**src/hw/astro_cfg_pkg.sv**
```systemverilog
/*
  Game selection and DIP switch constants for the cabinet glue logic.
  Only Space Zap, Gorf and Robby Roto are decoded; other numbers select no game.
  Download numbers are 16-bit words, compared against the low byte of the stream.
*/

`default_nettype none

package astro_cfg_pkg;

	// ========================================
	// Selected game
	// ========================================

	// game_none leaves every switch row high and the audio mono
	typedef enum logic [1:0] {
		game_none       = 2'd0,
		game_space_zap  = 2'd1,
		game_gorf       = 2'd2,
		game_robby_roto = 2'd3
	} game_t;

	// Game numbers as sent by the loader
	localparam logic [15:0] game_num_space_zap  = 16'd3;
	localparam logic [15:0] game_num_gorf       = 16'd4;
	localparam logic [15:0] game_num_robby      = 16'd6;
	// Program 1 variant runs as plain Gorf
	localparam logic [15:0] game_num_gorf_prog1 = 16'd7;

	// ========================================
	// Download stream indices
	// ========================================

	localparam logic [7:0] dl_index_game = 8'd1;
	localparam logic [7:0] dl_index_dip  = 8'd254;

	// DIP byte address space, writes at or above this are dropped
	localparam int dip_count = 8;

	// DIP 0 bit positions
	localparam int dip_cabinet_bit = 0;
	localparam int dip_swap_bit    = 1;

endpackage

`default_nettype wire

```
**src/hw/astro_io_pkg.sv**
```systemverilog
/*
  Cabinet I/O types: joystick bit map, switch column codes, audio and lamps.
  Start and coin bits are taken from joystick 0 only.
  Audio samples are unsigned with silence at mid scale for the sample channels.
*/

`default_nettype none

package astro_io_pkg;

	// ========================================
	// Switch matrix
	// ========================================

	// DIP byte or switch row byte
	typedef logic [7:0] dip_t;
	// Column strobe from the CPU, one hot when valid
	typedef logic [7:0] col_t;

	localparam col_t col_0 = 8'h01;
	localparam col_t col_1 = 8'h02;
	localparam col_t col_2 = 8'h04;
	localparam col_t col_3 = 8'h08;

	// Joystick word, buttons active high
	typedef logic [15:0] joy_t;

	localparam int joy_right  = 0;
	localparam int joy_left   = 1;
	localparam int joy_down   = 2;
	localparam int joy_up     = 3;
	localparam int joy_fire   = 4;
	localparam int joy_start1 = 6;
	localparam int joy_start2 = 7;
	localparam int joy_coin   = 8;

	// ========================================
	// Audio and lamps
	// ========================================

	typedef logic [15:0] sample_t;

	// Lifts the sound chip to the sample silence level
	localparam sample_t cabinet_offset = 16'd16384;

	typedef logic [7:0] lamp_bank_t;
	typedef logic [2:0] lamp_addr_t;

	// clk_sys cycles per CPU tick
	localparam int cpu_tick_div = 4;

endpackage

`default_nettype wire

```
**src/hw/game_config.sv**
```systemverilog
/*
  Captures game number and DIP bytes 0, 2 and 3 from the download stream.
  Game is valid 2 cycles after its strobe, a DIP byte 1 cycle after.
  Only the low data byte is stored; DIP addresses of 8 or more are ignored.
*/

`timescale 1ns/1ps
`default_nettype none

module game_config
	import astro_cfg_pkg::*;
	import astro_io_pkg::*;
(
	input  wire logic        clk_sys,
	input  wire logic        reset,
	input  wire logic        dl_write,
	input  wire dip_t        dl_index,
	input  wire logic [24:0] dl_addr,
	input  wire logic [15:0] dl_data,
	output game_t            game,
	output dip_t             dip_0,
	output dip_t             dip_2,
	output dip_t             dip_3
);

	// Raw game number as downloaded
	logic [7:0] game_num;

	// Qualified write strobes
	logic game_wr;
	logic dip_wr;

	assign game_wr = dl_write && (dl_index == dl_index_game);
	assign dip_wr  = dl_write && (dl_index == dl_index_dip) && (dl_addr < 25'(dip_count));

	// ========================================
	// Game number and decode
	// ========================================

	always_ff @(posedge clk_sys or posedge reset) begin
		if (reset) begin
			game_num <= 8'h00;
			game     <= game_none;
		end else begin
			if (game_wr)
				game_num <= dl_data[7:0];

			// Second stage decodes the number held in the first
			case ({8'h00, game_num})
				game_num_space_zap:  game <= game_space_zap;
				game_num_gorf:       game <= game_gorf;
				game_num_gorf_prog1: game <= game_gorf;
				game_num_robby:      game <= game_robby_roto;
				default:             game <= game_none;
			endcase
		end
	end

	// ========================================
	// DIP bytes
	// ========================================

	always_ff @(posedge clk_sys or posedge reset) begin
		if (reset) begin
			dip_0 <= 8'h00;
			dip_2 <= 8'h00;
			dip_3 <= 8'h00;
		end else if (dip_wr) begin
			// Bytes 1 and 4 to 7 have no reader
			case (dl_addr[2:0])
				3'd0:    dip_0 <= dl_data[7:0];
				3'd2:    dip_2 <= dl_data[7:0];
				3'd3:    dip_3 <= dl_data[7:0];
				default: ;
			endcase
		end
	end

endmodule

`default_nettype wire

```
**src/hw/switch_matrix.sv**
```systemverilog
/*
  Switch-matrix responder. Combinational from col_select to row_data.
  Buttons read active low. Unknown columns and game_none read FF.
  The Gorf speech-busy bit reads 0; dip_0 is carried but not yet mapped.
*/

`timescale 1ns/1ps
`default_nettype none

module switch_matrix
	import astro_cfg_pkg::*;
	import astro_io_pkg::*;
(
	input  wire game_t game,
	input  wire dip_t  dip_0,
	input  wire dip_t  dip_2,
	input  wire dip_t  dip_3,
	input  wire joy_t  joystick_0,
	input  wire joy_t  joystick_1,
	input  wire col_t  col_select,
	output dip_t       row_data
);

	// Shared buttons, inverted to switch polarity
	logic start1_n;
	logic start2_n;
	logic coin_n;

	// Stick and fire per player, order fire,right,left,down,up
	logic [4:0] p1_n;
	logic [4:0] p2_n;

	// Row bytes per game and column
	dip_t sz_col0;
	dip_t sz_col1;
	dip_t sz_col2;
	dip_t gf_col0;
	dip_t gf_col1;
	dip_t gf_col2;
	dip_t rr_col0;
	dip_t rr_col1;
	dip_t rr_col2;

	assign start1_n = ~joystick_0[joy_start1];
	assign start2_n = ~joystick_0[joy_start2];
	assign coin_n   = ~joystick_0[joy_coin];

	assign p1_n = ~{joystick_0[joy_fire], joystick_0[joy_right], joystick_0[joy_left],
		joystick_0[joy_down], joystick_0[joy_up]};
	assign p2_n = ~{joystick_1[joy_fire], joystick_1[joy_right], joystick_1[joy_left],
		joystick_1[joy_down], joystick_1[joy_up]};

	// ========================================
	// Row layouts
	// ========================================

	// Space Zap
	assign sz_col0 = {2'b11, start2_n, start1_n, dip_2[1], 1'b1, coin_n, 1'b1};
	assign sz_col1 = {3'b111, p2_n};
	assign sz_col2 = {2'b11, dip_2[0], p1_n};

	// Gorf, bit 7 of col 1 and 2 is speech busy, always idle here
	assign gf_col0 = {dip_2[2], dip_2[0], start2_n, start1_n, 1'b1, dip_2[1], coin_n, 1'b1};
	assign gf_col1 = {3'b001, p2_n};
	assign gf_col2 = {3'b001, p1_n};

	// Robby Roto, a fixed high bit sits between fire and the stick
	assign rr_col0 = {1'b0, start2_n, start1_n, 1'b1, dip_2[1], 1'b1, coin_n, 1'b1};
	assign rr_col1 = {2'b11, p2_n[4], 1'b1, p2_n[3:0]};
	assign rr_col2 = {2'b11, p1_n[4], 1'b1, p1_n[3:0]};

	// ========================================
	// Column select
	// ========================================

	always_comb begin
		row_data = 8'hFF;
		case (game)
			game_space_zap: begin
				case (col_select)
					col_0:   row_data = sz_col0;
					col_1:   row_data = sz_col1;
					col_2:   row_data = sz_col2;
					col_3:   row_data = dip_3;
					default: row_data = 8'hFF;
				endcase
			end
			game_gorf: begin
				case (col_select)
					col_0:   row_data = gf_col0;
					col_1:   row_data = gf_col1;
					col_2:   row_data = gf_col2;
					col_3:   row_data = dip_3;
					default: row_data = 8'hFF;
				endcase
			end
			game_robby_roto: begin
				case (col_select)
					col_0:   row_data = rr_col0;
					col_1:   row_data = rr_col1;
					col_2:   row_data = rr_col2;
					col_3:   row_data = dip_3;
					default: row_data = 8'hFF;
				endcase
			end
			// No game selected, nothing pressed
			default: row_data = 8'hFF;
		endcase
	end

endmodule

`default_nettype wire

```
**src/hw/audio_mixer.sv**
```systemverilog
/*
  Per-game audio mix, combinational. Samples are unsigned 16 bit.
  Gorf halves both sources so the sum never overflows.
  Cabinet mode clips the offset sound chip at FFFF. DIP 0 bit 1 swaps channels.
*/

`timescale 1ns/1ps
`default_nettype none

module audio_mixer
	import astro_cfg_pkg::*;
	import astro_io_pkg::*;
(
	input  wire game_t   game,
	input  wire dip_t    dip_0,
	input  wire sample_t chip_left,
	input  wire sample_t chip_right,
	input  wire sample_t sample_left,
	input  wire sample_t sample_right,
	input  wire logic    speech_select,
	output sample_t      audio_left,
	output sample_t      audio_right
);

	// Gorf mix of halved chip and sample stays at or below FFFE
	sample_t gorf_sum_l;
	sample_t gorf_sum_r;

	// Cabinet lower speaker path
	logic [16:0] cab_sum;
	sample_t     cab_sat;
	logic        gorf_cabinet;

	// Mix before the swap
	sample_t mix_l;
	sample_t mix_r;

	assign gorf_sum_l = {1'b0, chip_left[15:1]} + {1'b0, sample_left[15:1]};
	assign gorf_sum_r = {1'b0, chip_right[15:1]} + {1'b0, sample_right[15:1]};

	// ========================================
	// Gorf cabinet routing
	// ========================================

	// Upper speaker gets chip right, lower gets chip left or speech
	assign gorf_cabinet = (game == game_gorf) && dip_0[dip_cabinet_bit];

	// Chip silence is 0 and is offset towards sample silence
	assign cab_sum = {1'b0, chip_left} + {1'b0, cabinet_offset};
	assign cab_sat = cab_sum[16] ? 16'hFFFF : cab_sum[15:0];

	// ========================================
	// Game mix
	// ========================================

	always_comb begin
		mix_l = chip_left;
		mix_r = chip_left;
		case (game)
			game_gorf: begin
				if (gorf_cabinet) begin
					mix_r = chip_right;
					mix_l = speech_select ? {1'b0, sample_left[15:1]} : cab_sat;
				end else begin
					mix_l = gorf_sum_l;
					mix_r = gorf_sum_r;
				end
			end
			// Two sound chips in true stereo
			game_robby_roto: begin
				mix_l = chip_left;
				mix_r = chip_right;
			end
			// Space Zap and no game are mono from the left chip
			default: begin
				mix_l = chip_left;
				mix_r = chip_left;
			end
		endcase
	end

	// Channel swap applies to every game
	assign audio_left  = dip_0[dip_swap_bit] ? mix_r : mix_l;
	assign audio_right = dip_0[dip_swap_bit] ? mix_l : mix_r;

endmodule

`default_nettype wire

```
**src/hw/lamp_serializer.sv**
```systemverilog
/*
  Gorf lamp serializer for an external addressable latch.
  One changed bit per CPU tick pair, lowest index first, latest lamp_state wins.
  lamp_write is active low for one tick (4 clk_sys cycles). No back-pressure.
  New writes start only while Gorf is selected; a running pulse always ends.
*/

`timescale 1ns/1ps
`default_nettype none

module lamp_serializer
	import astro_cfg_pkg::*;
	import astro_io_pkg::*;
(
	input  wire logic       clk_sys,
	input  wire logic       reset,
	input  wire game_t      game,
	input  wire lamp_bank_t lamp_state,
	output lamp_addr_t      lamp_address,
	output logic            lamp_data,
	output logic            lamp_write
);

	localparam int tick_w = $clog2(cpu_tick_div);

	typedef enum logic {
		lamp_idle   = 1'b0,
		lamp_strobe = 1'b1
	} lamp_state_t;

	lamp_state_t state;

	// CPU rate divider
	logic [tick_w-1:0] tick_cnt;
	logic              tick;

	// What the latch currently holds, as far as we know
	lamp_bank_t image;
	lamp_bank_t diff;

	// Lowest differing bit
	lamp_addr_t low_idx;

	// ========================================
	// Tick generator
	// ========================================

	always_ff @(posedge clk_sys or posedge reset) begin
		if (reset)
			tick_cnt <= '0;
		else
			tick_cnt <= tick_cnt + 1'b1;
	end

	assign tick = (tick_cnt == tick_w'(cpu_tick_div - 1));

	// ========================================
	// Change detect
	// ========================================

	assign diff = image ^ lamp_state;

	always_comb begin
		low_idx = '0;
		// Walk down so the lowest set bit is the last one taken
		for (int i = 7; i >= 0; i--) begin
			if (diff[i])
				low_idx = lamp_addr_t'(i);
		end
	end

	// ========================================
	// Write FSM
	// ========================================

	always_ff @(posedge clk_sys or posedge reset) begin
		if (reset) begin
			state        <= lamp_idle;
			image        <= 8'hFF;
			lamp_address <= '0;
			lamp_data    <= 1'b0;
		end else if (tick) begin
			case (state)
				lamp_idle: begin
					if ((game == game_gorf) && (diff != 8'h00)) begin
						lamp_address   <= low_idx;
						lamp_data      <= lamp_state[low_idx];
						image[low_idx] <= lamp_state[low_idx];
						state          <= lamp_strobe;
					end
				end
				// Release the strobe, latch captures on the rising edge
				lamp_strobe: state <= lamp_idle;
				default:     state <= lamp_idle;
			endcase
		end
	end

	// Active low latch enable
	assign lamp_write = (state != lamp_strobe);

endmodule

`default_nettype wire

```
**src/hw/astro_glue_top.sv**
```systemverilog
/*
  Cabinet glue top level. All blocks run on clk_sys with async active-high reset.
  Download stream uses the low data byte only.
  Switch matrix and audio paths are combinational from their inputs.
*/

`timescale 1ns/1ps
`default_nettype none

module astro_glue_top
	import astro_cfg_pkg::*;
	import astro_io_pkg::*;
(
	input  wire logic        clk_sys,
	input  wire logic        reset,

	// Download stream
	input  wire logic        dl_write,
	input  wire dip_t        dl_index,
	input  wire logic [24:0] dl_addr,
	input  wire logic [15:0] dl_data,

	// Switch matrix
	input  wire joy_t        joystick_0,
	input  wire joy_t        joystick_1,
	input  wire col_t        col_select,
	output dip_t             row_data,

	// Audio
	input  wire sample_t     chip_left,
	input  wire sample_t     chip_right,
	input  wire sample_t     sample_left,
	input  wire sample_t     sample_right,
	input  wire logic        speech_select,
	output sample_t          audio_left,
	output sample_t          audio_right,

	// Gorf lamps
	input  wire lamp_bank_t  lamp_state,
	output lamp_addr_t       lamp_address,
	output logic             lamp_data,
	output logic             lamp_write
);

	// Configuration shared by all blocks
	game_t game;
	dip_t  dip_0;
	dip_t  dip_2;
	dip_t  dip_3;

	game_config i_game_config (
		.clk_sys  (clk_sys),
		.reset    (reset),
		.dl_write (dl_write),
		.dl_index (dl_index),
		.dl_addr  (dl_addr),
		.dl_data  (dl_data),
		.game     (game),
		.dip_0    (dip_0),
		.dip_2    (dip_2),
		.dip_3    (dip_3)
	);

	switch_matrix i_switch_matrix (
		.game       (game),
		.dip_0      (dip_0),
		.dip_2      (dip_2),
		.dip_3      (dip_3),
		.joystick_0 (joystick_0),
		.joystick_1 (joystick_1),
		.col_select (col_select),
		.row_data   (row_data)
	);

	audio_mixer i_audio_mixer (
		.game          (game),
		.dip_0         (dip_0),
		.chip_left     (chip_left),
		.chip_right    (chip_right),
		.sample_left   (sample_left),
		.sample_right  (sample_right),
		.speech_select (speech_select),
		.audio_left    (audio_left),
		.audio_right   (audio_right)
	);

	lamp_serializer i_lamp_serializer (
		.clk_sys      (clk_sys),
		.reset        (reset),
		.game         (game),
		.lamp_state   (lamp_state),
		.lamp_address (lamp_address),
		.lamp_data    (lamp_data),
		.lamp_write   (lamp_write)
	);

endmodule

`default_nettype wire

```
**config.mk**
```make
export PLATFORM = sky130hd
export DESIGN_NAME = astro_glue_top
export DESIGN_NICKNAME = d
export VERILOG_FILES = /design/src/hw/astro_cfg_pkg.sv /design/src/hw/astro_io_pkg.sv /design/src/hw/game_config.sv /design/src/hw/switch_matrix.sv /design/src/hw/audio_mixer.sv /design/src/hw/lamp_serializer.sv /design/src/hw/astro_glue_top.sv
export SDC_FILE = /design/constraint.sdc
export NUM_CORES = 1
export LEC_CHECK = 0
export BUFFER_PORTS_ARGS = -buffer_cell sky130_fd_sc_hd__buf_4
export CORE_AREA = 3 3 109 111
export CTS_CLUSTER_SIZE = 14
export DETAILED_ROUTE_END_ITERATION = 10
export DIE_AREA = 0 0 112 114
export PLACE_DENSITY = 0.82
export SYNTH_ARGS = -nofsm -noshare
export SYNTH_HDL_FRONTEND = slang
export SYNTH_HIERARCHICAL = 1
export SYNTH_SLANG_ARGS = --single-unit
export TNS_END_PERCENT = 50
```
**constraint.sdc**
```tcl
create_clock -name clk_sys -period 2.8 [get_ports clk_sys]
set_input_delay 0.14 -clock clk_sys [delete_from_list [all_inputs] [get_ports clk_sys]]
set_output_delay 0.14 -clock clk_sys [all_outputs]
set_load 0.02 [all_outputs]
```
; Word-level counts from Yosys, hierarchy flattened
; Index checks and enable logic that the tools add are counted.
[classes]
multipliers = 0
reduce_logical = 13
n_addsub = 4
shifts = 0
muxes = 28
n_bitwise = 7
eq_ne = 16
order_cmp = 3
div = 0
[op_table]
columns = cell, n
row1 = 2-to-1 mux 16 bit, 7
row2 = case mux 8 bit (4 select lines), 3
row3 = adder 15 x 15 -> 16 bit, 2
row4 = "== test 8 x 3 -> 1 bit, second input constant", 4
row5 = case mux 16 bit (2 select lines), 1
row6 = "less-than comparator 25 x 4 -> 1 bit, second input constant", 1
row7 = 2-to-1 mux 3 bit, 8
row8 = case mux 8 bit (3 select lines), 1
row9 = "adder 16 x 15 -> 17 bit, second input constant", 1
row10 = "== test 8 x 1 -> 1 bit, second input constant", 2
row11 = "== test 8 x 2 -> 1 bit, second input constant", 2
row12 = NOT 5 bit, 2
row13 = bitwise mux 8 bit, 1
row14 = "== test 8 x 4 -> 1 bit, second input constant", 1
row15 = "== test 8 bit, second input constant", 1
row16 = nonzero test 8 bit, 1
row17 = XOR 8 bit, 1
row18 = "== test 2 bit, second input constant", 3
row19 = "== test 3 x 2 -> 1 bit, second input constant", 2
row20 = logical AND 1 bit, 6
row21 = case mux 2 bit (3 select lines), 1
row22 = AND reduction 2 bit, 3
row23 = "less-than comparator 3 x 4 -> 1 bit, second input constant", 1
row24 = NOT 1 bit, 4
row25 = other kinds (10), 12
[totals]
inputBits = 165
mem_bits_rw = 0
register_bits = 38
memories = 0
latch_bits = 0
rom_bits = 0

; Depth between registers and ports, before layout
[logic_depth]
depth_word = 14
depth_mapped = 9
mapped_depth_nobuf = 9

; By module
; The synthesis kept the hierarchy.
[by_module_without_submodules]
columns = module, n_inst, seq_area_each_um2, area_per_inst_um2, cells_each
row1 = audio_mixer, 1, 0.0, 2751.4, 411
row2 = game_config, 1, 850.8, 1418.9, 90
row3 = lamp_serializer, 1, 385.4, 965.9, 92
row4 = switch_matrix, 1, 0.0, 549.3, 89

; Worst setup path before layout
; Ideal clock, no wire load.
[synth_timing]
kind = input to output
start = in chip_right[1]
end = out audio_right[14]
required_ns = 2.660
arrival_ns = 2.112
stages = 8
path_buffers = 0
path_slack_ns = 0.548
cell_sequence = ha_1 > fa_1 > a21o_1 > a221oi_2 > o31ai_2 > nor3_4 > mux2i_1 > or3_1
[synth_between]
elab_chain_cells = 4
[synth_rtl]
columns = element, line_no
row1 = "start, declared", astro_glue_top.sv:31  ; input wire sample_t chip_right,
row2 = adder 15 x 15 -> 16 bit, audio_mixer.sv:39  ; assign gorf_sum_r = {1'b0, chip_right[15:1]} + {1'b0, sample_right[15:1]};
row3 = 2-to-1 mux 16 bit, audio_mixer.sv:61  ; if (gorf_cabinet) begin
row4 = case mux 16 bit (2 select lines), audio_mixer.sv:59  ; case (game)
row5 = 2-to-1 mux 16 bit, audio_mixer.sv:84  ; assign audio_right = dip_0[dip_swap_bit] ? mix_l : mix_r;
row6 = "end, declared", astro_glue_top.sv:36  ; output sample_t audio_right,
; No other way between the ends.

; Final worst setup path
[layout_timing]
start = reg i_game_config.game[1]
end = out audio_right[9]
[layout_between]
elab_chain_cells = 5
[layout_rtl]
columns = element, line_no
row1 = "start, declared", game_config.sv:20  ; output game_t game,
row2 = "start signal, assigned", game_config.sv:43  ; game <= game_none;
row3 = "start signal, assigned", game_config.sv:50  ; game_num_space_zap: game <= game_space_zap;
row4 = "start signal, assigned", game_config.sv:51  ; game_num_gorf: game <= game_gorf;
row5 = == test 2 bit, "audio_mixer.sv:46, audio_mixer.sv:59"
row6 = logical AND 1 bit, audio_mixer.sv:46  ; assign gorf_cabinet = (game == game_gorf) && dip_0[dip_cabinet_bit];
row7 = 2-to-1 mux 16 bit, audio_mixer.sv:61
row8 = case mux 16 bit (2 select lines) / 2-to-1 mux 16 bit (equally long branches), audio_mixer.sv:59
row9 = 2-to-1 mux 16 bit *, audio_mixer.sv:84
; Every way passes the cells marked *; elsewhere a longest branch is shown, timed or not.

==> summary.md <==
| Metric | Value |
|---|---|
| Status | finished, final reports clean |
| Hold WC Path Type | in -> reg |
| RD Place Congestion | 0.991 |
| Cells after DPL | around 960 |
| Non-filler cells, final | 970 |
| Gr ovfl total | 0 |
| # clock sinks | 38 |
| Clock Latency Late Sink | about 0.28 ns |
| Clock tree root buffer cell | clkbuf_8 |
| Vias in the first global route | slightly above 6k |
| Critical path arrival | 2.49 ns |
| Max Cap Viol | 0 |
| Fmax | ~0.38 GHz |
| Crit path max fanout | 23 |
| WL/cell | about 19 µm |
| Layout Area Growth over Synthesis | 30.1% |
| CP Capture Type | output port |
| Synthesized net count | ~860 |
| Syn Area/Cell | around 8 µm² |
| Worst VDD drop | ~0.35 mV |
| Data required time of the worst path | between 2 and 3 ns |
| Vias per std cell | 6.35 |
| Die width | around 110 µm |
| Multi-input gate area | just over 4000 µm² |
| Wirelength, routed | approximately 18 mm |
| I/O pin cnt | 210 |
| Full die area | approximately 13000 µm² |
| Pre-CTS setup slack | 0.207 ns |
| Fin crit period | between 2 and 3 ns |
| Fin. max-slew vios | 0 |
| Initial antenna violation count | 0 |
| Cell Area, Synth | 5290 µm² |
| Drt drc | 0 |
| Final setup viols | 0 |
| Drt pass-1 iters | 5 |
| Crit Path Category | reg -> out |
| Routed Antenna Nets | 0 |
| Post-DP HPWL | 15.1 mm |
| Max H-tree Level | 2 |
| Relative slew margins | 0.451 |
| Fin crit share | 0.938 |
| Die H | 114 µm |
| Clk slew on worst S/H paths | ~0.070 ns |
| Initial Util | 0.486 |
| FF/Latch Area | between 900 and 1000 µm² |
| Endpoints failing hold | 0 |
| Via count | approximately 6k |
| IO buf count | 180 |
| Row count | 38 |
| First-pass GRT wire length | roughly 30 mm |
| Max clock buf depth | 2 |
| RSZ-0062 raised after global routing | no |
| Post-synthesis cell count | 660 |
| Total Routing Usage GR | 0.277 |
| DRT iter0 DRCs | about 510 |
| Yosys warns | 6 |
| CTS tree | yes |
| Clock buffer count from CTS | 5 |
| Setup ws final | approximately 0.17 ns |
| Fillers | between 900 and 1k |
| Hold slack final | 0.101 ns |
| Leakage | between 3 and 4 nW |
| Total core area | approximately 11000 µm² |
| Worst-Margin Slew | between 0.8 and 0.9 ns |
| # diodes | 0 |
| Startpoint types | flip-flop |
| Setup TNS | 0 ns |
| Power per Cell Area | between 200 and 300 nW/µm² |
| Pin count of the biggest net entering global routing | 26 |
| Final setup skew | between 0.003 and 0.004 ns |
| Share of layout cells above drive strength 1 | 0.327 |
| Nets | 1028 |
placed cells by master, fill, tap and decap left out, types with 16 or more instances in the layout:
master and count:
nand3_1 17, mux2_2 29, o211ai_1 16, a21oi_1 55
ha_1 31, o21ai_0 38, mux2i_1 27, dfrtp_1 30
nor2_1 46, buf_4 196, nand2_1 63, a31oi_1 20
inv_1 17
registers in the layout (all words and copies together) (netlist names):
signal,cells
i_lamp_serializer/lamp_data,1
i_lamp_serializer/tick_cnt,2
i_lamp_serializer/lamp_address,3
i_lamp_serializer/state,1
i_game_config/dip_2,3
i_game_config/game,2
i_lamp_serializer/image,8
i_game_config/game_num,8
i_game_config/dip_0,2
i_game_config/dip_3,8
path summary, 6_finish.rpt:
kind                                                               from                                      end  slack [ns]  depth (start not counted)
worst max-delay path                    i_game_config/game[1]$_DFF_PP0_                           audio_right[9]        0.17                          7
worst min-delay path                                         dl_data[6]       i_game_config/dip_3[6]$_DFFE_PP0P_        0.10                          2
worst max register to register   i_lamp_serializer/image[3]$_DFFE_PP1P_   i_lamp_serializer/image[7]$_DFFE_PP1P_        0.37                          8
worst min register to register  i_lamp_serializer/tick_cnt[0]$_DFF_PP0_  i_lamp_serializer/tick_cnt[0]$_DFF_PP0_        0.44                          1
max in group asynchronous                                         reset       i_game_config/dip_3[4]$_DFFE_PP0P_        1.69                          3
min in group asynchronous                                         reset  i_lamp_serializer/tick_cnt[0]$_DFF_PP0_        0.49                          3
layout make-up:
cell class                      count  area share
Multi-Input combinational cell    571       0.599
Timing Repair Buffer              197       0.215
Inverter                           17     0.00928
Clock buffer                        7      0.0111
Sequential cell                    38       0.140
Tap cell                          140      0.0255
per-layer routing:
metal | share of wire | GRT usage | up-vias
li1 | - | - | 2858
met1 | 0.39 | 0.322 | 2894
met2 | 0.49 | 0.510 | 356
met3 | 0.083 | 0.0456 | 55
met4 | 0.039 | 0.108 | 0
met5 | 0 | 0 | -
power breakdown:
part | internal [mW] | switching (mW)
registers | 0.569 | 0.0119
clock network | 0.171 | 0.173
logic | 0.431 | 0.538
total | 1.17 | 0.723
worst max-delay path: stages (launching register included):
cell and delay (ns):
dfrtp_1 0.44, buf_4 0.30, nand2_1 0.34, or3_1 0.44, mux2_2 0.27, nand3_1 0.11, o22ai_1 0.11, buf_4 0.19
through the flow:
step | utilization | instance area, µm² | power, mW
detailed placement | 0.623 | 6790 | 1.55
floorplan | - | 5290 | 1.15
finish | 0.631 | 6880 | 1.89
global route | 0.631 | 6880 | 2.01
global placement | 0.623 | 6790 | 1.52
CTS | 0.631 | 6870 | 1.90
what timing repair did:
| item | 4_1_cts | 5_1_grt |
|---|---|---|
| buffers inserted | 0 | 0 |
| gates resized for setup | 0 | 1 |
| setup endpoints to repair | 0 | 1 |
| endpoints found under the hold margin | 7 | 0 |
| hold buffers | 1 | 0 |
No activity file was read; power rests on OpenSTA's default activity.
